--- src/verilog/pixel_pkg.sv ---
`default_nettype none

//////////////////////////////////////////////////
// Widths and types shared by the pixel reader
//////////////////////////////////////////////////

package pixel_pkg;

    // Frame buffer word
    localparam int word_w = 32;

    // One packed 24-bit pixel
    localparam int pix_w = 24;

    // Word address, 1024 words deep
    localparam int addr_w = 10;

    // Group count of a job
    localparam int grp_w = 8;

    // Four pixels fill exactly three words
    localparam int words_per_grp = 3;

    typedef logic [word_w-1:0] word_t;
    typedef logic [pix_w-1:0]  pixel_t;
    typedef logic [addr_w-1:0] addr_t;

endpackage

`default_nettype wire

--- src/verilog/word_fetch.sv ---
`timescale 1ns/1ns
`default_nettype none

// Address sequencer, three reads per group then one idle slot
module word_fetch
    import pixel_pkg::*;
(
    input  logic             clk,
    input  logic             rst,
    input  logic             start,
    input  addr_t            base_addr,
    input  logic [grp_w-1:0] grp_count,
    input  word_t            rd_data,
    input  logic             ostall,
    output logic             rd_en,
    output addr_t            rd_addr,
    output word_t            idat,
    output logic             ival,
    output logic             busy,
    output logic             done
);

    logic             accept;
    logic             fetching;
    logic [1:0]       slot;
    logic [grp_w-1:0] grps_left;
    logic             park;
    logic             idle_step;
    logic             hold_pend;
    logic             hold_sel;
    word_t            hold_word;
    logic             last_word;

    // Start is ignored while a job runs
    assign accept = start & ~busy;

    // Read in flight while the unpacker stalls, its word lands in the gap
    assign park = ostall & rd_en;

    // End of a group, idle slot reached
    assign idle_step = fetching & ~park & (slot == 2'(words_per_grp));

    // Final word of the job, nothing issued or parked behind it
    assign last_word = ival & ostall & ~fetching & ~rd_en & ~hold_pend;

    //////////////////////////////////////////////////
    // Job status
    //////////////////////////////////////////////////

    // Done lines up with the cached pixel after the last stall
    always_ff @(posedge clk) begin
        if (rst) begin
            busy <= 1'b0;
            done <= 1'b0;
        end else begin
            done <= busy & last_word;
            if (accept) begin
                busy <= 1'b1;
            end else if (done) begin
                busy <= 1'b0;
            end
        end
    end

    //////////////////////////////////////////////////
    // Read issue
    //////////////////////////////////////////////////

    // Slot holds the word index to issue at the next edge
    always_ff @(posedge clk) begin
        if (rst) begin
            fetching <= 1'b0;
            slot     <= 2'd0;
            rd_en    <= 1'b0;
        end else if (accept) begin
            fetching <= 1'b1;
            slot     <= 2'd0;
            rd_en    <= 1'b0;
        end else if (idle_step) begin
            // Gap cycle for the cached pixel
            rd_en <= 1'b0;
            slot  <= 2'd0;
            if (grps_left == grp_w'(1)) begin
                fetching <= 1'b0;
            end
        end else if (fetching && !park) begin
            rd_en <= 1'b1;
            slot  <= slot + 2'd1;
        end else begin
            // Parked word pushes the next read back one cycle
            rd_en <= 1'b0;
        end
    end

    // Address steps after every issued read
    always_ff @(posedge clk) begin
        if (accept) begin
            rd_addr   <= base_addr;
            grps_left <= grp_count;
        end else begin
            if (rd_en) begin
                rd_addr <= rd_addr + 1'b1;
            end
            if (idle_step) begin
                grps_left <= grps_left - 1'b1;
            end
        end
    end

    //////////////////////////////////////////////////
    // Word stream to the unpacker
    //////////////////////////////////////////////////

    // Valid trails the read by one cycle, parked word comes one later
    always_ff @(posedge clk) begin
        if (rst) begin
            ival      <= 1'b0;
            hold_pend <= 1'b0;
            hold_sel  <= 1'b0;
        end else begin
            ival      <= (rd_en & ~park) | hold_pend;
            hold_pend <= park;
            hold_sel  <= hold_pend;
        end
    end

    // Hold register catches the word that arrives in the gap
    always_ff @(posedge clk) begin
        if (hold_pend) begin
            hold_word <= rd_data;
        end
    end

    assign idat = hold_sel ? hold_word : rd_data;

endmodule

`default_nettype wire

--- config.mk ---
export PLATFORM = sky130hd
export DESIGN_NAME = word_fetch
export DESIGN_NICKNAME = d
export VERILOG_FILES = /design/src/verilog/pixel_pkg.sv /design/src/verilog/word_fetch.sv
export SDC_FILE = /design/constraint.sdc
export NUM_CORES = 1
export LEC_CHECK = 0
export BUFFER_PORTS_ARGS = -buffer_cell sky130_fd_sc_hd__buf_4
export CORE_MARGIN = 5
export CORE_UTILIZATION = 53
export CTS_CLUSTER_DIAMETER = 80
export DETAILED_ROUTE_END_ITERATION = 10
export GPL_ROUTABILITY_DRIVEN = 0
export MAX_ROUTING_LAYER = met4
export PLACE_DENSITY_LB_ADDON = 0.12
export SLEW_MARGIN = 15
export SYNTH_ARGS = -nofsm -noshare
export SYNTH_HDL_FRONTEND = slang
export SYNTH_SLANG_ARGS = --single-unit
--- constraint.sdc ---
create_clock -name clk -period 3.5 [get_ports clk]
set_input_delay 0.525 -clock clk [delete_from_list [all_inputs] [get_ports clk]]
set_output_delay 0.525 -clock clk [all_outputs]
set_load 0.01 [all_outputs]
### Word level (Yosys, flattened, before mapping)

Index checks and enable logic that the tools add are counted.

* bits in registers: 59
* output and inout bits: 46
* word-level logic and storage cells: 51
* input bits: 54

* reductions and logical operators: 8
* add/sub/neg operators: 3
* bitwise gates (word level): 16
* mux-type cells: 11
* equal/unequal tests: 2

Operators with widths (count)
* $mux W32: 1
* $mux W10: 2
* $mux W8: 2
* $add A10 B1 Y10 const B: 1
* $and A1 B1 Y1: 10
* $eq A8 B1 Y1 const B: 1
* $reduce_bool A2 Y1: 4
* $sub A8 B1 Y8 const B: 1
* $mux W1: 6
* $not A1 Y1: 5
* $reduce_or A3 Y1: 1
* $add A2 B1 Y2 const B: 1
* $eq A2 B2 Y1 const B: 1
* $reduce_and A2 Y1: 1
* $logic_and A1 B1 Y1: 1
* $logic_not A1 Y1: 1
* $or A1 B1 Y1: 1

### Longest topological paths before layout

Gate-level depths: netlist (run 1).

* depth in word-level cells: 6
* depth in mapped cells: 5
* depth with buffers taken out: 5

### Least setup slack after synthesis (run 1)

OpenSTA, ideal clock, no wires.

* path type: register to register
* from: register grps_left[0]
* to: register grps_left[6] (data pin)
* slack: 1756 ps
* cell stages (with the launch flop): 6
* setup time: 135 ps
* buffers on the path: 0
* required time: 3365 ps
* arrival time: 1609 ps
* period minus slack after synthesis: 1744 ps
* cells stage by stage: edfxtp_1 inv_1 ha_1 or4b_4 or4_1 nand3_1

* longest elaborated chain between the ends: 3

RTL lines
* start: declaration: RTL line word_fetch.sv:26 `logic [grp_w-1:0] grps_left;`
* start signal: assignment: RTL line word_fetch.sv:99 `grps_left <= grp_count;`
* start signal: assignment: RTL line word_fetch.sv:105 `grps_left <= grps_left - 1'b1;`
* $sub A8 B1 Y8: RTL line word_fetch.sv:105
* $mux W8: RTL line word_fetch.sv:104 `if (idle_step) begin`
* $mux W8: RTL line word_fetch.sv:97 `if (accept) begin`

Every way passes these cells. The select of a mux whose other input is x is not followed.
A chain may end at the register's enable or synchronous reset.

### Final worst setup path (run 1)

* from: register hold_sel
* to: output port idat[9]

* longest elaborated chain between the ends: 1

RTL lines
* start: declaration: RTL line word_fetch.sv:30 `logic hold_sel;`
* start signal: assignment: RTL line word_fetch.sv:123 `hold_sel <= hold_pend;`
* $mux W32: RTL line word_fetch.sv:134 `assign idat = hold_sel ? hold_word : rd_data;`
* end: declaration: RTL line word_fetch.sv:17 `output word_t idat,`

Every way passes these cells.

==> impl_metrics.tcl, run 1 <==
set metrics [dict create \
    status "finished clean" \
    vias 2068 \
    ir_drop_v 0.000313 \
    max_cap_violations 0 \
    start_util 0.539 \
    crit_end "idat[9]" \
    yosysTopAreaCell "edfxtp_1" \
    synthCells 210 \
    synth_edf_count 50 \
    synth_area_per_cell_sq_um 12.9 \
    route.detailed.drc 0 \
    fmax_mhz 482 \
    synth_cell_types 34 \
    setup_violations 0 \
    grt.total_usage 0.199 \
    coreArea_sq_mm 0.00504 \
    ctsLongestPathBuffers 2 \
    grt_pass1_wl_mm 9.70 \
    post-cts-setup-buffers 0 \
    yosys_warnings 0 \
    first_global_vias 2097 \
    worstSetupStartpoint "hold_sel" \
    final_cells 386 \
    min_period_over_period 0.593 \
    fin_crit_ns 2.07 \
    die_w_um 81.6 \
    tritoncts "yes" \
    path_clk_slew_ns 0.06 \
    max_slew.worst_pin.slew_ns 0.921 \
    totalWireLength_mm 6.07 \
    grt_max_degree 33 \
    rsz0062_at_grt "false" \
    r2r_start "busy" \
    pwr_density_cell_mw_per_mm2 445 \
    startpoint_type "flop" \
    register_area_sq_mm 0.00168 \
    slew_headroom 0.386 \
    yosysSeqAreaShare 0.618 \
    synthArstFlopShare 0 \
    final_cell_mix "buf_4, edfxtp_1, mux2_2" \
    crit_fanout 32 \
    placed_area_sq_mm 0.00353 \
    overflow 0 \
    syn_nets 268 \
    place_inst 372 \
    fin_setup_tns_ns 0 \
    hold_buffers 0 \
    io-pin-count 100 \
    ctsResizeCount 0 \
    drive_above_1_share 0.468 \
    fill_cells 354 \
    antenna_found_initial 0 \
    hold_path_class "input pin to flop" \
    synth_seq_cells 59 \
    arrival_ns 1.55 \
    first_iter_violations 146 \
    worstRegToRegCells 2 \
    synthTopCellsByArea "edfxtp_1, mux2_2, dfxtp_1" \
    firstDrtPassIters 4 \
    power.leakage_nw 1.45 \
    fin_nets 371 \
    finalClockSkew_ns 0.0105 \
    die_h_um 81.6 \
    drv_slew 0 \
    numCtsBuffers 9 \
    area_growth_pct 36.2 \
    n_antenna_cell 0 \
    fin_area_sq_mm 0.00370 \
    hold_violations 0 \
    ant_nets 0 \
    cts_sinks 59 \
    clock_latency_ns 0.34 \
    synth_ff_type "edfxtp_1" \
    htree_levels 3 \
    rows 26 \
    ff2ff_setup_slack_ns 1.52 \
    dieArea_sq_mm 0.00666 \
    r2r-end "rd_addr[2]" \
    avgRoutedWirePerCell_um 15.7 \
    portBuffers 99 \
    power_mw 1.65 \
    avgViaCountPerCell 5.36 \
    synth_top_area_share 0.552 \
    final_common_cell "buf_4" \
    cts-root-buf "clkbuf_8" \
    cp.required_ns 2.97 \
    critPathCaptureType "primary output" \
    multi_input_comb_area_sq_um 978 \
    hpwlAfterDp_mm 4.45 \
    synth_area_sq_mm 0.00272 \
    path_class "flop to primary output" \
]
## cells in the mapped netlist, drive strengths merged, types with 2 or more instances
cell and n:
buf 3, xnor2 3, nand2 18, dfxtp 9, nor4 2, mux2 32
nand2b 5, o31ai 2, nor2 12, a21oi 5, nor3 2, nor2b 2
or4b 2, o21ai 11, a31oi 7, edfxtp 50, inv 5, clkbuf 7
nand4 3, ha 4, nand3 6, or3 6, a211oi 2, xor2 2
or4 3
## state kept, by name, indices dropped and copies added (netlist names)
register and flops:
busy 1, done 1, fetching 1, grps_left 8, hold_pend 1, hold_sel 1
hold_word 32, ival 1, rd_addr 10, rd_en 1, slot 2
## where the power goes
group / leakage, nW / internal (mW) / switching (mW)
Combinational: 0.832 / 0.133 / 0.108
Sequential: 0.535 / 0.807 / 0.0351
Clock: 0.0875 / 0.312 / 0.251
Total: 1.45 / 1.25 / 0.394
## routing by layer
layer	track usage	vias up	share of wire
met4	0.0731	0	0.017
met3	0.0680	10	0.071
li1	-	1004	-
met5	-	-	0
met2	0.313	67	0.49
met1	0.240	987	0.42
## worst max-delay path: stages (launching register included)
cell	delay, ns
dfxtp_1	0.31
buf_4	0.37
mux2_2	0.39
buf_4	0.14
## worst min path at each step
stage | cells past startpoint | slack [ns] | start | to
final | 1 | 0.37 | rd_data[31] | hold_word[31]
after global routing | 1 | 0.35 | rd_data[22] | hold_word[22]
after floorplan | 1 | 0.43 | fetching | done
after detailed placement | 1 | 0.46 | fetching | done
after CTS | 1 | 0.36 | rd_data[2] | hold_word[2]
after global placement | 1 | 0.45 | fetching | done
## through the flow
step / setup WS, ns / hold WS (ns) / util
floorplan: 1.76 / 0.427 / -
global placement: 1.39 / 0.454 / 0.700
detailed placement: 1.34 / 0.464 / 0.700
CTS: 1.40 / 0.361 / 0.734
global route: 1.28 / 0.350 / 0.734
finish: 1.43 / 0.373 / 0.734
## final cells by class
type                            instances  area share
Multi-Input combinational cell        136       0.264
Tap cell                               70      0.0237
Clock inverter                          5      0.0125
Timing Repair Buffer                  102       0.207
Clock buffer                            9      0.0335
Inverter                                5     0.00507
Sequential cell                        59       0.454
## logic make-up after synthesis
kind of cell,count (synthesis),share of synthesized area
AOI/OAI and AO/OA,32,0.0727
DFF,59,0.618
buffers and inverters,15,0.0216
adders and majority gates,4,0.0184
muxes,32,0.133
xor gates and xnor gates,5,0.0161
and+or+nand+nor,63,0.120
Power figures use the tool's default switching activity.
==> inputs of run 2 (changes only) <==
ABC_AREA = 1   (was unset)
CORE_UTILIZATION = 45   (was 53)
clock period = 1.8 ns   (was 3.5 ns; I/O delays follow)
==> impl_metrics.tcl, run 2 <==
set metrics [dict create \
    ff2ff_setup_slack_ns 0.28 \
    yosysTopAreaCell "edfxtp_1" \
    synth_ff_type "edfxtp_1" \
    fmax_mhz 599 \
    avgRoutedWirePerCell_um 14.1 \
    hold_buffers 0 \
    slowest_stage "mux2_2" \
    fin_area_sq_mm 0.00382 \
    startpoint_type "flop" \
    n_antenna_cell 0 \
    vias 2108 \
    totalWireLength_mm 6.10 \
    numCtsBuffers 9 \
    grt_pass1_wl_mm 9.96 \
    min_period_over_period 0.927 \
    hold_start "rd_data[21]" \
    worstRegToRegCells 3 \
    ir_drop_v 0.000494 \
    yosys_warnings 0 \
    tritoncts "yes" \
    path_clk_slew_ns 0.07 \
    ant_nets 0 \
    critical_path.max_stage_delay_ns 0.36 \
    cts_sinks 59 \
    slew_headroom 0.757 \
    yosysSeqAreaShare 0.585 \
    finalClockSkew_ns 0.00867 \
    synthCells 243 \
    status "finished clean" \
    final_cell_mix "buf_4, edfxtp_1, nand2_1" \
    synth_area_sq_mm 0.00288 \
    route.detailed.drc 0 \
    start_util 0.458 \
    synth_cell_types 28 \
    synth_seq_cells 59 \
    syn_nets 301 \
    hold_path_class "input pin to flop" \
    max_slew.worst_pin.slew_ns 0.363 \
    grt.total_usage 0.155 \
    max_cap_violations 0 \
    hold_violations 0 \
    grt_max_degree 21 \
    crit_fanout 20 \
    overflow 0 \
    dieArea_sq_mm 0.00809 \
    die_h_um 89.9 \
    min_path_cells 1 \
    placed_area_sq_mm 0.00367 \
    path_buf_inv 2 \
    cp.required_ns 1.53 \
    r2r_start "busy" \
    drive_above_1_share 0.470 \
    htree_levels 3 \
    area_growth_pct 33.0 \
    synth.most_common_cell "edfxtp_1" \
    fin_setup_tns_ns 0 \
    final_common_cell "buf_4" \
    synth_area_per_cell_sq_um 11.8 \
    synthArstFlopShare 0 \
    power_mw 3.09 \
    synthTopCellsByArea "edfxtp_1, mux2_2, dfxtp_1" \
    fill_cells 541 \
    worst-path-stages 3 \
    ctsLongestPathBuffers 2 \
    clock_latency_ns 0.32 \
    largest_reg_flops 32 \
    rows 29 \
    pwr_density_cell_mw_per_mm2 809 \
    io-pin-count 100 \
    arrival_ns 1.40 \
    top_regs "hold_word: 32 flops, rd_addr: 10 flops, grps_left: 8 flops" \
    r2r-end "grps_left[6]" \
    first_iter_violations 112 \
    firstDrtPassIters 4 \
    cts-root-buf "clkbuf_8" \
    drv_slew 0 \
    fin_nets 409 \
    first_global_vias 2097 \
    portBuffers 99 \
    hpwlAfterDp_mm 4.59 \
    rsz0062_at_grt "false" \
    critPathTopFamily "buffers and inverters" \
    coreArea_sq_mm 0.00628 \
    critPathCaptureType "primary output" \
    synth_top_area_share 0.522 \
    synth_edf_count 50 \
    antenna_found_initial 0 \
    path_class "flop to primary output" \
    setup_violations 0 \
    top_register "hold_word" \
    path_cells "buf_6, mux2_2, buf_4" \
    die_w_um 89.9 \
    avgViaCountPerCell 4.88 \
    power.leakage_nw 1.62 \
    ys_top_cells_by_count "edfxtp_1, nand2_1, mux2_2" \
    hold_path_end "hold_word[21]" \
    fin_crit_ns 1.67 \
]
-- run 2: cell types whose count changed after synthesis, sizes merged, moves of 3 or more --
| cell | before | now |
|---|---|---|
| nand2 | 18 | 53 |
| a21oi | 5 | 10 |
| or4 | 3 | 0 |
| buf | 3 | 7 |
| clkbuf | 7 | 1 |
| nor2 | 12 | 17 |
| nand3 | 6 | 16 |
| or2 | 0 | 3 |
| or3 | 6 | 0 |
| a31oi | 7 | 0 |
| nand2b | 5 | 0 |
| inv | 5 | 18 |
-- run 2: timing repair --
action,CTS,global route
setup endpoints to repair,0,1
setup buffers,0,0
resized for setup,0,1
endpoints found under the hold margin,0,0
-- run 2: final cells by class --
type                            count  area [sq um]  area share
Inverter                           19          83.8      0.0219
Clock inverter                      4          18.8     0.00491
Tap cell                           77          96.3      0.0252
Multi-Input combinational cell    157          1020       0.267
Timing Repair Buffer              105           792       0.207
Clock buffer                       11           131      0.0344
Sequential cell                    59          1680       0.440
-- run 2: how the worst max path moves through the flow --
stage                   start      endpoint  slack, ns
floorplan           hold_pend  hold_word[0]       0.41
global placement        start  grps_left[4]       0.26
detailed placement      start  grps_left[4]       0.23
CTS                  hold_sel      idat[11]       0.04
global route         hold_sel      idat[15]       0.05
finish               hold_sel      idat[24]       0.13
-- run 2: power breakdown --
part | internal, mW | switching [mW] | leakage, nW | total [mW]
logic | 0.267 | 0.245 | 1.01 | 0.512
clock network | 0.479 | 0.485 | 0.0719 | 0.963
registers | 1.56 | 0.0553 | 0.537 | 1.62
total | 2.31 | 0.785 | 1.62 | 3.09
-- run 2: metrics by stage --
stage / hold WS (ns) / utilization / cells / worst slack [ns]
after global routing: 0.108 / 0.609 / 432 / 0.0515
final: 0.127 / 0.609 / 432 / 0.131
after CTS: 0.111 / 0.609 / 432 / 0.0410
after global placement: 0.455 / 0.585 / 417 / 0.263
after floorplan: 0.332 / - / 243 / 0.408
after detailed placement: 0.458 / 0.585 / 417 / 0.232
-- run 2: cell families (layout without fill, tap and decap cells) --
group / Yosys count / after routing / synth area share
AO/OA/AOI/OAI: 22 / 22 / 0.0531
multiplexers: 32 / 32 / 0.125
flip-flops: 59 / 59 / 0.585
adder cells (fa/ha/maj): 4 / 4 / 0.0174
buffers and inverters: 27 / 139 / 0.0605
XOR/XNOR: 4 / 4 / 0.0122
AND/OR/NAND/NOR: 95 / 95 / 0.147
-- run 2: per-layer routing --
metal	up-vias	GRT usage	share of wire
met3	4	0.0551	0.059
met5	-	-	0
met1	983	0.184	0.43
met4	0	0.0372	0.0061
li1	1062	-	-
met2	59	0.252	0.50
