[config.mk]
export PLATFORM = sky130hd
export DESIGN_NAME = pixel_concat
export DESIGN_NICKNAME = d
export VERILOG_FILES = /design/src/verilog/pixel_pkg.sv /design/src/verilog/pixel_concat.sv
export SDC_FILE = /design/constraint.sdc
export NUM_CORES = 1
export LEC_CHECK = 0
export ABC_AREA = 0
export BUFFER_PORTS_ARGS = -buffer_cell sky130_fd_sc_hd__buf_2
export CORE_MARGIN = 1
export CORE_UTILIZATION = 30
export DETAILED_ROUTE_END_ITERATION = 6
export PLACE_DENSITY = 0.59
export SYNTH_ARGS = -nofsm -noshare
export SYNTH_HDL_FRONTEND = slang
export SYNTH_SLANG_ARGS = --single-unit
[constraint.sdc]
create_clock -name clk -period 1.4 [get_ports clk]
set_input_delay 0.07 -clock clk [delete_from_list [all_inputs] [get_ports clk]]
set_output_delay 0.07 -clock clk [all_outputs]
set_load 0.05 [all_outputs]
[src/verilog/pixel_pkg.sv]
`default_nettype none

//////////////////////////////////////////////////
// Widths and types shared by the pixel reader
//////////////////////////////////////////////////

package pixel_pkg;

    // Frame buffer word
    localparam int word_w = 32;

    // One packed 24-bit pixel
    localparam int pix_w = 24;

    // Word address, 1024 words deep
    localparam int addr_w = 10;

    // Group count of a job
    localparam int grp_w = 8;

    // Four pixels fill exactly three words
    localparam int words_per_grp = 3;

    typedef logic [word_w-1:0] word_t;
    typedef logic [pix_w-1:0]  pixel_t;
    typedef logic [addr_w-1:0] addr_t;

endpackage

`default_nettype wire

[src/verilog/pixel_concat.sv]
`timescale 1ns/1ns
`default_nettype none

// Unpacker, 32-bit words in, 24-bit pixels out
module pixel_concat
    import pixel_pkg::*;
(
    input  logic   clk,
    input  logic   rst,
    input  word_t  idat,
    input  logic   ival,
    output pixel_t odat,
    output logic   oval,
    output logic   ostall
);

    word_t                 cache;
    logic [1:0]            state;
    logic                  stall_q;
    logic [2*word_w-1:0]   joined;

    //////////////////////////////////////////////////
    // Word cache and alignment
    //////////////////////////////////////////////////

    // Previous valid word, low half of the joined window
    always_ff @(posedge clk) begin
        if (ival) begin
            cache <= idat;
        end
    end

    // Alignment moves on with every pixel out
    always_ff @(posedge clk) begin
        if (rst) begin
            state <= 2'd0;
        end else if (oval) begin
            state <= state + 2'd1;
        end
    end

    // Third word of a group leaves a whole pixel in the cache
    assign ostall = (state == 2'd2) & ival;

    // Gap cycle after the stall emits the cached pixel
    always_ff @(posedge clk) begin
        if (rst) begin
            stall_q <= 1'b0;
        end else begin
            stall_q <= ostall;
        end
    end

    //////////////////////////////////////////////////
    // Pixel select
    //////////////////////////////////////////////////

    // Current word above the cached one
    assign joined = {idat, cache};

    // Byte 3p of the image lands in the low bits
    always_comb begin
        case (state)
            // Lanes 0..2 of the current word
            2'd0: odat = joined[8*7-1:8*4];
            // Cached lane 3, current lanes 0..1
            2'd1: odat = joined[8*6-1:8*3];
            // Cached lanes 2..3, current lane 0
            2'd2: odat = joined[8*5-1:8*2];
            // Cached lanes 1..3 only
            default: odat = joined[8*4-1:8*1];
        endcase
    end

    // Alignment 3 has no input word
    assign oval = (state == 2'd3) ? stall_q : ival;

endmodule

`default_nettype wire

### Yosys cells after proc, flatten, opt, wreduce, memory -nomap -nowiden

Cells that the tools add are included.

* register bits: 35
* input port bits: 35
* output and inout bits: 26
* word-level logic and storage cells: 11

* add/subtract/negate cells: 1
* eq/ne operators: 3
* mux-type cells: 2
* bitwise operators: 1
* reduce and logical (&&, ||, !) cells: 1

Operators by type and width (count)
* $pmux W24 S3: 1
* $eq A2 B2 Y1 const B: 2
* $add A2 B1 Y2 const B: 1
* $eq A2 B1 Y1 const B: 1
* $logic_not A2 Y1: 1
* $and A1 B1 Y1: 1
* $mux W1: 1

### Logic depth before layout (Yosys ltp)

Gate-level depths: netlist (run 1).

* depth in word-level cells: 2
* gate-level depth with buffers: 6

### Least setup slack after synthesis (run 1)

Ideal clock, no wire load.

* kind: reg-to-output
* start point: register state[0]
* end point: output odat[0]
* data arrival time: 1.819 ns
* data required time: 1.330 ns
* slack: -0.489 ns
* cell stages (with the launch flop): 5
* path buffers: 2
* path through: dfxtp_1 ha_1 buf_6 buf_2 mux2i_1

* cells in the longest elaborated chain, start to end: 2

RTL lines
* start, declared: line pixel_concat.sv:18 `logic [1:0] state;`
* start signal, assigned: line pixel_concat.sv:38 `state <= state + 2'd1;`
* $eq A2 B2 Y1 (tied with other cells): line pixel_concat.sv:63 `case (state)`
* $pmux W24 S3 (*): line pixel_concat.sv:63
* end, declared: line pixel_concat.sv:12 `output pixel_t odat,`

Mark *: on every way between the ends. The rest lies on a longest branch, timed or not.

### Worst setup path in the final report (run 1)

* start point: register state[0]
* end point: output odat[9]

The elaborated chain is that of the path after synthesis.

==> results_dict.tcl, run 1 <==
set metrics [dict create \
    outcome "finished, violations left" \
    violations "design-rule violations, negative setup slack" \
    path_max_fanout 8 \
    drv_cap 0 \
    synth_area_sq_um 1580 \
    max-slew-margin-rel_pct 66.6 \
    dr.pass1.iters 7 \
    synth_ff_type "edfxtp_1" \
    syn_avg_cell_area_sq_um 12.6 \
    reg2reg_from "state[0]" \
    r2r-end "state[0]" \
    dieArea_sq_um 5550 \
    synth_edf_count 24 \
    worst_slew_pin_slew_ns 0.501 \
    place_ws_ns -0.349 \
    synth_area_leaders "edfxtp_1, mux2i_1, a222oi_1" \
    gp_congestion 0.783 \
    syn2layout_area_growth_pct 94.4 \
    drc_errors 5 \
    crit_path_start_kind "flop" \
    coreArea_sq_um 5070 \
    drive_gt1_share_pct 58.6 \
    async_flop_share_pct 0 \
    clk_latency_ns 0.27 \
    die_x_um 74.5 \
    vias 1594 \
    grt_antenna_before_repair 0 \
    setup_ws_ns -0.550 \
    dp_hpwl_mm 3.17 \
    vdd_drop_max_uv 492 \
    syn_inst 125 \
    period_minus_slack_ns 1.95 \
    yosysTopAreaCell "edfxtp_1" \
    clock_path_buffers 2 \
    path_clk_slew_ns 0.10 \
    syn_nets 164 \
    rr_worst_depth 6 \
    synth_warnings 0 \
    yosys-top-cells-count "inv_1, mux2i_1, a222oi_1, edfxtp_1" \
    crit_end "odat[9]" \
    grt_pass1_wl_mm 7.69 \
    rrSetupSlack_ns -0.19 \
    tritoncts "done" \
    stdcell_count 309 \
    synth_seq_cells 27 \
    postRouteAntennaNets 0 \
    grt_overflow 0 \
    rows 26 \
    vias_per_cell 5.16 \
    rsz0062_at_grt "yes" \
    ioPinCount 61 \
    root_buffer "clkbuf_8" \
    synth-seq-area-share_pct 49.5 \
    slew_viol_final 0 \
    drt_iter0_drc 128 \
    crit_start "state[0]" \
    wire_per_inst_um 16.1 \
    grt_pass1_vias 1565 \
    clock_skew_ns 0.0000432 \
    grt_util_all_layers_pct 18.6 \
    min_period_over_period_pct 139 \
    clock_sinks 27 \
    power_leakage_nw 1.26 \
    finalSetupViolCount 28 \
    synth_top_cell_area_share_pct 45.7 \
    synth.most_common_cell "inv_1" \
    routed_wl_mm 4.97 \
    dpl.cell_count 272 \
    p_per_area_nw_per_um2 1060 \
    hp-start "idat[19]" \
    criticalPathCategory "reg2out" \
    endpoint_kind "output pin" \
    critPathArrivalTime_ns 1.88 \
    synth_cell_types 14 \
    cts_buffers 3 \
    holdCritPathClass "in2reg" \
    htreeDepth 1 \
    fin_nets 279 \
    hold_viol 0 \
    die_h_um 74.5 \
    num_antenna_cells 0 \
    required_ns 1.33 \
    start_util_pct 31.1 \
    grt_start_max_net_pins 16 \
    io_buffer_count 60 \
    max_freq_ghz 0.513 \
]
cell families after synthesis:
logic type               Yosys count  share of synthesized area, %
multiplexers                      27                          18.3
buffers and inverters             37                          11.6
adder cells (fa/ha/maj)            4                          3.17
AO/OA/AOI/OAI                     24                          15.2
flip-flops                        27                          49.5
AND/OR/NAND/NOR                    6                          2.22
what timing repair did:
item / CTS / global route
setup endpoints to repair: 27 / 28
cloned: 1 / 0
buffers inserted: 13 / 0
hold buffers: 17 / 2
hold endpoints to repair: 17 / 2
gates resized for setup: 68 / 6
pin swaps: 20 / 9
metrics by stage:
step	power [W]	instance area [sq um]	TNS (ns)	utilization (%)	hold slack (ns)
final	0.00326	3060	-12.87	60.4	0.00581
after global routing	0.00341	3060	-15.08	60.4	0.000422
after CTS	0.00325	3020	-12.92	59.5	0.00107
after detailed placement	0.00246	2460	-6.50	48.4	0.248
after global placement	0.00242	2460	-4.71	48.4	0.248
after floorplan	0.00205	1930	-1.62	-	0.142
layer usage:
metal | wire length [um] | global-route usage (%)
met1 | 2020 | 23.0
met2 | 2670 | 33.5
met3 | 262 | 3.39
met4 | 22 | 4.19
met5 | 0 | 0
worst max-delay path, stage by stage, from the launching register on:
cell	delay [ns]
dfxtp_4	0.37
buf_4	0.14
ha_4	0.20
buf_6	0.14
a222oi_1	0.46
mux2i_4	0.12
buf_6	0.17
sequential cells by signal, indices dropped and copies added, names as in the netlist:
register	cells
cache	24
state	2
stall_q	1
report_power, final:
part           total (W)  switching, W  internal, W
sequential      0.000983     0.0000356     0.000947
combinational    0.00183      0.000983     0.000849
clock           0.000446      0.000247     0.000199
total            0.00326       0.00127      0.00200
worst min path at each step:
stage / end / slack (ns) / cells past startpoint
CTS: cache[23] / 0.001 / 1
global route: cache[19] / 0.0004 / 1
floorplan: stall_q / 0.14 / 1
finish: cache[19] / 0.006 / 1
detailed placement: cache[27] / 0.25 / 1
global placement: cache[27] / 0.25 / 1
cell type report:
type | count | area, sq um
Multi-Input combinational cell | 61 | 966
Inverter | 27 | 104
Tap cell | 70 | 87.6
Fill cell | 420 | 2010
Clock buffer | 3 | 41.3
Timing Repair Buffer | 120 | 1070
Sequential cell | 27 | 786
Clock inverter | 1 | 5.00
placed cells by master (no fill, tap or decap), types with 2 or more instances in the layout:
cell / netlist / final
nand2b_1: 2 / 2
buf_2: 5 / 34
ha_4: 0 / 4
buf_4: 0 / 26
mux2i_4: 1 / 25
edfxtp_1: 24 / 24
buf_12: 0 / 3
nor2b_1: 2 / 2
dlygate4sd3_1: 0 / 19
inv_1: 27 / 25
buf_8: 0 / 4
buf_6: 5 / 33
a222oi_1: 24 / 24
clkbuf_8: 0 / 3
Power figures use the tool's default switching activity.
==> run 2, diff against run 1 <==
--- a/config.mk
+++ b/config.mk
@@ -5,12 +5,12 @@
 export SDC_FILE = /design/constraint.sdc
 export NUM_CORES = 1
 export LEC_CHECK = 0
-export ABC_AREA = 0
+export ABC_AREA = 1
 export BUFFER_PORTS_ARGS = -buffer_cell sky130_fd_sc_hd__buf_2
 export CORE_MARGIN = 1
 export CORE_UTILIZATION = 30
 export DETAILED_ROUTE_END_ITERATION = 6
-export PLACE_DENSITY = 0.59
+export PLACE_DENSITY = 0.58
 export SYNTH_ARGS = -nofsm -noshare
 export SYNTH_HDL_FRONTEND = slang
 export SYNTH_SLANG_ARGS = --single-unit
==> run 2 against run 1 <==
The run ends with negative setup slack left. First-iteration DRC count shrank 41%. Count of clock-buffer cells in the layout rose by 1. Via count is 15% higher. Routed wire length increased by 4.1%. Hold slack better by 0.21 ns. Total power shrank 5.1%. Sequential power is 1% higher. Global-route usage shrank 2.1 points. Critical path depth up 1. Non-clock buffer count fell by 14. Maximum frequency is 22% higher. Flip-flop and latch count is the same. Largest cell class is now multi-input gates.
==> results_dict.tcl, run 2 <==
set metrics [dict create \
    outcome "finished, violations left" \
    violations "negative setup slack" \
    crit_chain "buf_4 -> ha_4 -> buf_4 -> inv_12 -> nand2_2 -> nand2_4 -> buf_8" \
    rrSetupSlack_ns 0.07 \
    clock_sinks 27 \
    criticalPathCategory "reg2out" \
    largestRegisters "cache x24, state x2, stall_q x1" \
    max-slew-margin-rel_pct 75.1 \
    synth_top_cell_area_share_pct 41.8 \
    top_register "cache" \
    holdCritPathClass "in2reg" \
    grt_overflow 0 \
    post-route-cell-area_sq_um 3040 \
    drv_cap 0 \
    yosys-top-cells-count "nand2_1, edfxtp_1, nand3_1" \
    syn_inst 234 \
    rsz0062_at_grt "yes" \
    crit_buf_inv 4 \
    synth_area_leaders "edfxtp_1, nand2_1, nand3_1" \
    grt_pass1_wl_mm 7.87 \
    grtUsageMet1_pct 19.7 \
    setup_ws_ns -0.201 \
    drive_gt1_share_pct 44.0 \
    area.sequential_sq_um 788 \
    gr-usage-met3_pct 1.53 \
    synth_cell_types 14 \
    final_common_cell "nand2_1" \
    die_x_um 77.8 \
    fin_util_pct 54.8 \
    rows 27 \
    synth.most_common_cell "nand2_1" \
    htreeDepth 1 \
    vdd_drop_max_uv 561 \
    path_max_fanout 8 \
    grt_util_all_layers_pct 16.5 \
    largest_reg_flops 24 \
    postPlaceCellArea_sq_um 2130 \
    wire_per_inst_um 12.8 \
    synth_edf_count 24 \
    slowest_delay_ns 0.37 \
    root_buffer "clkbuf_8" \
    period_minus_slack_ns 1.60 \
    reg2reg_from "state[1]" \
    clock_path_buffers 2 \
    tritoncts "done" \
    drt_iter0_drc 76 \
    syn_nets 273 \
    fin_nets 374 \
    postRouteAntennaNets 0 \
    dieArea_sq_um 6060 \
    routed_wl_mm 5.18 \
    multi_input_area_sq_um 1050 \
    clk_latency_ns 0.28 \
    busiest_layer "met2" \
    synth-seq-area-share_pct 45.3 \
    met2_usage_pct 30.6 \
    min_period_over_period_pct 114 \
    dp_hpwl_mm 3.16 \
    path_clk_slew_ns 0.10 \
    endpoint_kind "output pin" \
    max_freq_ghz 0.624 \
    path_delay_family "buffers and inverters" \
    required_ns 1.33 \
    crit_path_start_kind "flop" \
    worst_slew_pin_slew_ns 0.374 \
    yosysTopAreaCell "edfxtp_1" \
    layout_common_cells "nand2_1, buf_2, dlygate4sd3_1" \
    synth_seq_cells 27 \
    grt_pass1_vias 1705 \
    num_antenna_cells 0 \
    dr.pass1.iters 4 \
    finalSetupViolCount 26 \
    syn2layout_area_growth_pct 76.0 \
    fill_cells 523 \
    critPathArrivalTime_ns 1.53 \
    hp-start "ival" \
    dpl.cell_count 368 \
    synth_warnings 0 \
    die_h_um 77.8 \
    ioPinCount 61 \
    grt_antenna_before_repair 0 \
    crit_start "state[1]" \
    clock_skew_ns 0.00710 \
    coreArea_sq_um 5540 \
    async_flop_share_pct 0 \
    p_per_area_nw_per_um2 1020 \
    vias_per_cell 4.51 \
    hold_viol 0 \
    drc_errors 0 \
    stdcell_count 406 \
    vias 1832 \
    start_util_pct 31.1 \
    synth_ff_type "edfxtp_1" \
    grt_start_max_net_pins 27 \
    gp_congestion 0.798 \
    place_ws_ns -0.0160 \
    critical_path.slowest_cell "dfxtp_4" \
    slew_viol_final 0 \
    synth_area_sq_um 1730 \
    crit_top_cell "buf_4" \
    cts_buffers 3 \
    syn_avg_cell_area_sq_um 7.37 \
    io_buffer_count 60 \
    finalPower_w 0.00309 \
    power_leakage_nw 1.51 \
]
==> run 2: cell types whose count changed after synthesis, moves of 2 or more <==
cell / change
nand2_1: +144
mux2i_1: -25
a222oi_1: -24
nand3_1: +23
inv_1: -20
nand2_2: +8
buf_4: +5
buf_2: -3
nand3_2: +3
nor2_1: +3
nand2b_1: -2
nor2b_1: -2
==> run 2: final timing paths <==
check | to | depth (start not counted)
max reg2reg | state[0] | 7
min | stall_q | 3
min reg2reg | state[1] | 2
max | oval | 7
==> run 2: final cells by class <==
type                            count  share of cell area (%)
Tap cell                           72                    2.97
Clock buffer                        4                    1.48
Timing Repair inverter              2                   0.577
Timing Repair Buffer              106                    32.9
Multi-Input combinational cell    187                    34.6
Inverter                            8                    1.48
Sequential cell                    27                    26.0
==> run 2: kinds of logic (layout without fill, tap and decap cells) <==
family          count (synthesis)  in the layout  share of synthesized area [%]
compound gates                  1              1                          0.290
fa+ha+maj                       4              4                           2.90
buf+inv                        20            120                           8.05
flops                          27             27                           45.3
simple gates                  182            182                           43.5
==> run 2: layer usage <==
| metal | share of wire [%] | vias up | wire length, um |
|---|---|---|---|
| li1 | - | 938 | - |
| met4 | 1.9 | 0 | 97 |
| met1 | 45 | 817 | 2310 |
| met5 | 0 | - | 0 |
| met2 | 49 | 67 | 2520 |
| met3 | 4.6 | 10 | 240 |
==> run 2: report_power, final <==
part	leakage [nW]	switching [W]	internal, W	total [W]
combinational	1.22	0.000967	0.000666	0.00163
sequential	0.261	0.0000467	0.000947	0.000994
clock	0.0228	0.000261	0.000205	0.000466
total	1.51	0.00128	0.00182	0.00309
==> run 2: timing repair <==
action / CTS / global route
buffers inserted: 1 / 3
resized for setup: 109 / 36
pin swaps: 11 / 13
hold endpoints to repair: 23 / 2
endpoints found under the setup margin: 26 / 26
gates cloned: 2 / 3
hold buffers: 23 / 2
==> run 2: tightest hold or removal path: cells and delay by family <==
family | cells | cell delay, ns
buffers and inverters | 1 | 0.22
and+or+nand+nor | 2 | 0.16
==> run 2: stage by stage <==
stage	setup TNS, ns	hold WS [ns]
2_1_floorplan	0	0.142
3_5_place_dp	-0.0220	0.248
5_1_grt	-6.37	0.235
3_3_place_gp	0	0.246
4_1_cts	-3.93	0.00183
6_report	-4.50	0.219
==> run 3, diff against run 2 <==
--- a/config.mk
+++ b/config.mk
@@ -10,7 +10,9 @@
 export CORE_MARGIN = 1
 export CORE_UTILIZATION = 30
 export DETAILED_ROUTE_END_ITERATION = 6
-export PLACE_DENSITY = 0.58
+export PLACE_DENSITY_LB_ADDON = 0.2
+export SKIP_LAST_GASP = 1
+export SLEW_MARGIN = 20
 export SYNTH_ARGS = -nofsm -noshare
 export SYNTH_HDL_FRONTEND = slang
 export SYNTH_SLANG_ARGS = --single-unit
==> run 3 against run 2 <==
The flow still finishes with violations (negative setup slack). Flip-flop and latch count stayed put. Die area stayed put. Critical endpoint is now odat[15]. Total power is 1.5% lower. Critical path depth is 1 higher. Via count is 1.5% lower.
==> results_dict.tcl, run 3 (synthesis gave the netlist of run 2 again) <==
set metrics [dict create \
    outcome "finished, violations left" \
    violations "negative setup slack" \
    hold_viol 0 \
    cts_buffers 3 \
    postPlaceCellArea_sq_um 2130 \
    finalSetupTns_ns -3.86 \
    grt_pass1_wl_mm 7.51 \
    wire_per_inst_um 12.2 \
    grt_antenna_before_repair 0 \
    max_freq_ghz 0.637 \
    finalSetupViolCount 26 \
    setup_ws_ns -0.169 \
    syn2layout_area_growth_pct 68.5 \
    critical_path.slowest_cell "dfxtp_4" \
    tritoncts "done" \
    clock_sinks 27 \
    dr.pass1.iters 4 \
    start_util_pct 31.1 \
    rsz0062_at_grt "yes" \
    fin_nets 368 \
    root_buffer "clkbuf_8" \
    clk_latency_ns 0.28 \
    layout_common_cells "nand2_1, nand2_2, buf_2" \
    coreArea_sq_um 5540 \
    grt_start_max_net_pins 19 \
    required_ns 1.33 \
    path_max_fanout 6 \
    final_common_cell "nand2_1" \
    period_minus_slack_ns 1.57 \
    vdd_drop_max_uv 460 \
    vias_per_cell 4.51 \
    grt_overflow 0 \
    power_leakage_nw 1.37 \
    clock_skew_ns 0.000144 \
    grt_util_all_layers_pct 15.7 \
    dieArea_sq_um 6060 \
    p_per_area_nw_per_um2 1050 \
    gp_congestion 0.827 \
    drive_gt1_share_pct 42.4 \
    stdcell_count 400 \
    htreeDepth 1 \
    postRouteAntennaNets 0 \
    slowest_delay_ns 0.41 \
    top_register "cache" \
    path_clk_slew_ns 0.11 \
    vias 1805 \
    crit_path_start_kind "flop" \
    dp_hpwl_mm 3.18 \
    critPathArrivalTime_ns 1.50 \
    die_x_um 77.8 \
    slew_viol_final 0 \
    place_ws_ns -0.0182 \
    endpoint_kind "output pin" \
    holdCritPathClass "in2reg" \
    whs_ns 0.00644 \
    drv_cap 0 \
    largest_reg_flops 24 \
    criticalPathCategory "reg2out" \
    drc_errors 0 \
    grt_pass1_vias 1569 \
    post-route-cell-area_sq_um 2910 \
    clock_path_buffers 2 \
    routed_wl_mm 4.89 \
    ioPinCount 61 \
    io_buffer_count 60 \
    crit_chain "inv_4 -> ha_4 -> buf_8 -> nand2_2 -> nand3_2 -> nand2_2 -> nand2_2 -> buf_8" \
    max-slew-margin-rel_pct 74.3 \
    drt_iter0_drc 45 \
    dpl.cell_count 367 \
    min_period_over_period_pct 112 \
    worst_slew_pin_slew_ns 0.385 \
    num_antenna_cells 0 \
    crit_top_cell "nand2_2" \
    die_h_um 77.8 \
    rows 27 \
    largestRegisters "cache x24, state x2, stall_q x1" \
]
## run 3: cell count changes in the layout (fill, tap and decap cells not counted), moves of 2 or more
cell,before,now
clkbuf_16,1,3
nand3_1,9,17
buf_8,13,9
dlygate4sd3_1,25,22
buf_6,21,24
nand3_2,17,9
nand2_4,12,1
nand2_1,118,116
buf_4,10,7
nand2_2,22,35
## run 3: metrics by stage
stage	total power, W	utilization, %
global placement	0.00213	38.5
CTS	0.00292	48.6
detailed placement	0.00214	38.5
global route	0.00321	52.5
finish	0.00305	52.5
floorplan	0.00183	-
## run 3: layout make-up
type | count | area [sq um]
fillers | 544 | 2630
repair buffers | 101 | 963
multi-input cells | 187 | 961
flip-flops and latches | 27 | 788
well taps | 72 | 90.1
inverters | 8 | 47.5
clock buffers | 3 | 41.3
repair inverters | 1 | 8.76
clock inverters | 1 | 7.51
## run 3: metal layers
layer	up-vias	GRT usage (%)	wire, um
met4	0	3.96	25
met1	820	22.4	2260
met5	-	0	0
li1	929	-	-
met2	54	24.9	2380
met3	2	2.00	226
## run 3: what timing repair did
item,in CTS,in global routing
setup endpoints to repair,26,26
buffers inserted,2,1
resized for setup,80,42
hold buffers,22,0
endpoints found under the hold margin,22,0
pin swaps,4,13
gates cloned,1,3
## run 3: critical path, delay by kind of cell (launching register included)
family        cells  cell delay (ns)
buf+inv           3             0.35
simple gates      4             0.27
flops             1             0.41
fa+ha+maj         1             0.19
## run 3: worst paths after layout
check / start / slack (ns) / cells after the start / end
worst max-delay path: state[0] / -0.17 / 8 / odat[15]
worst min-delay path: idat[8] / 0.006 / 1 / cache[8]
worst max register to register: state[1] / 0.10 / 7 / state[1]
worst min register to register: state[1] / 0.56 / 2 / state[1]
## run 3: power breakdown
part	internal [W]	switching, W	total [W]
Combinational	0.000651	0.000936	0.00159
Clock	0.000202	0.000267	0.000469
Sequential	0.000947	0.0000442	0.000991
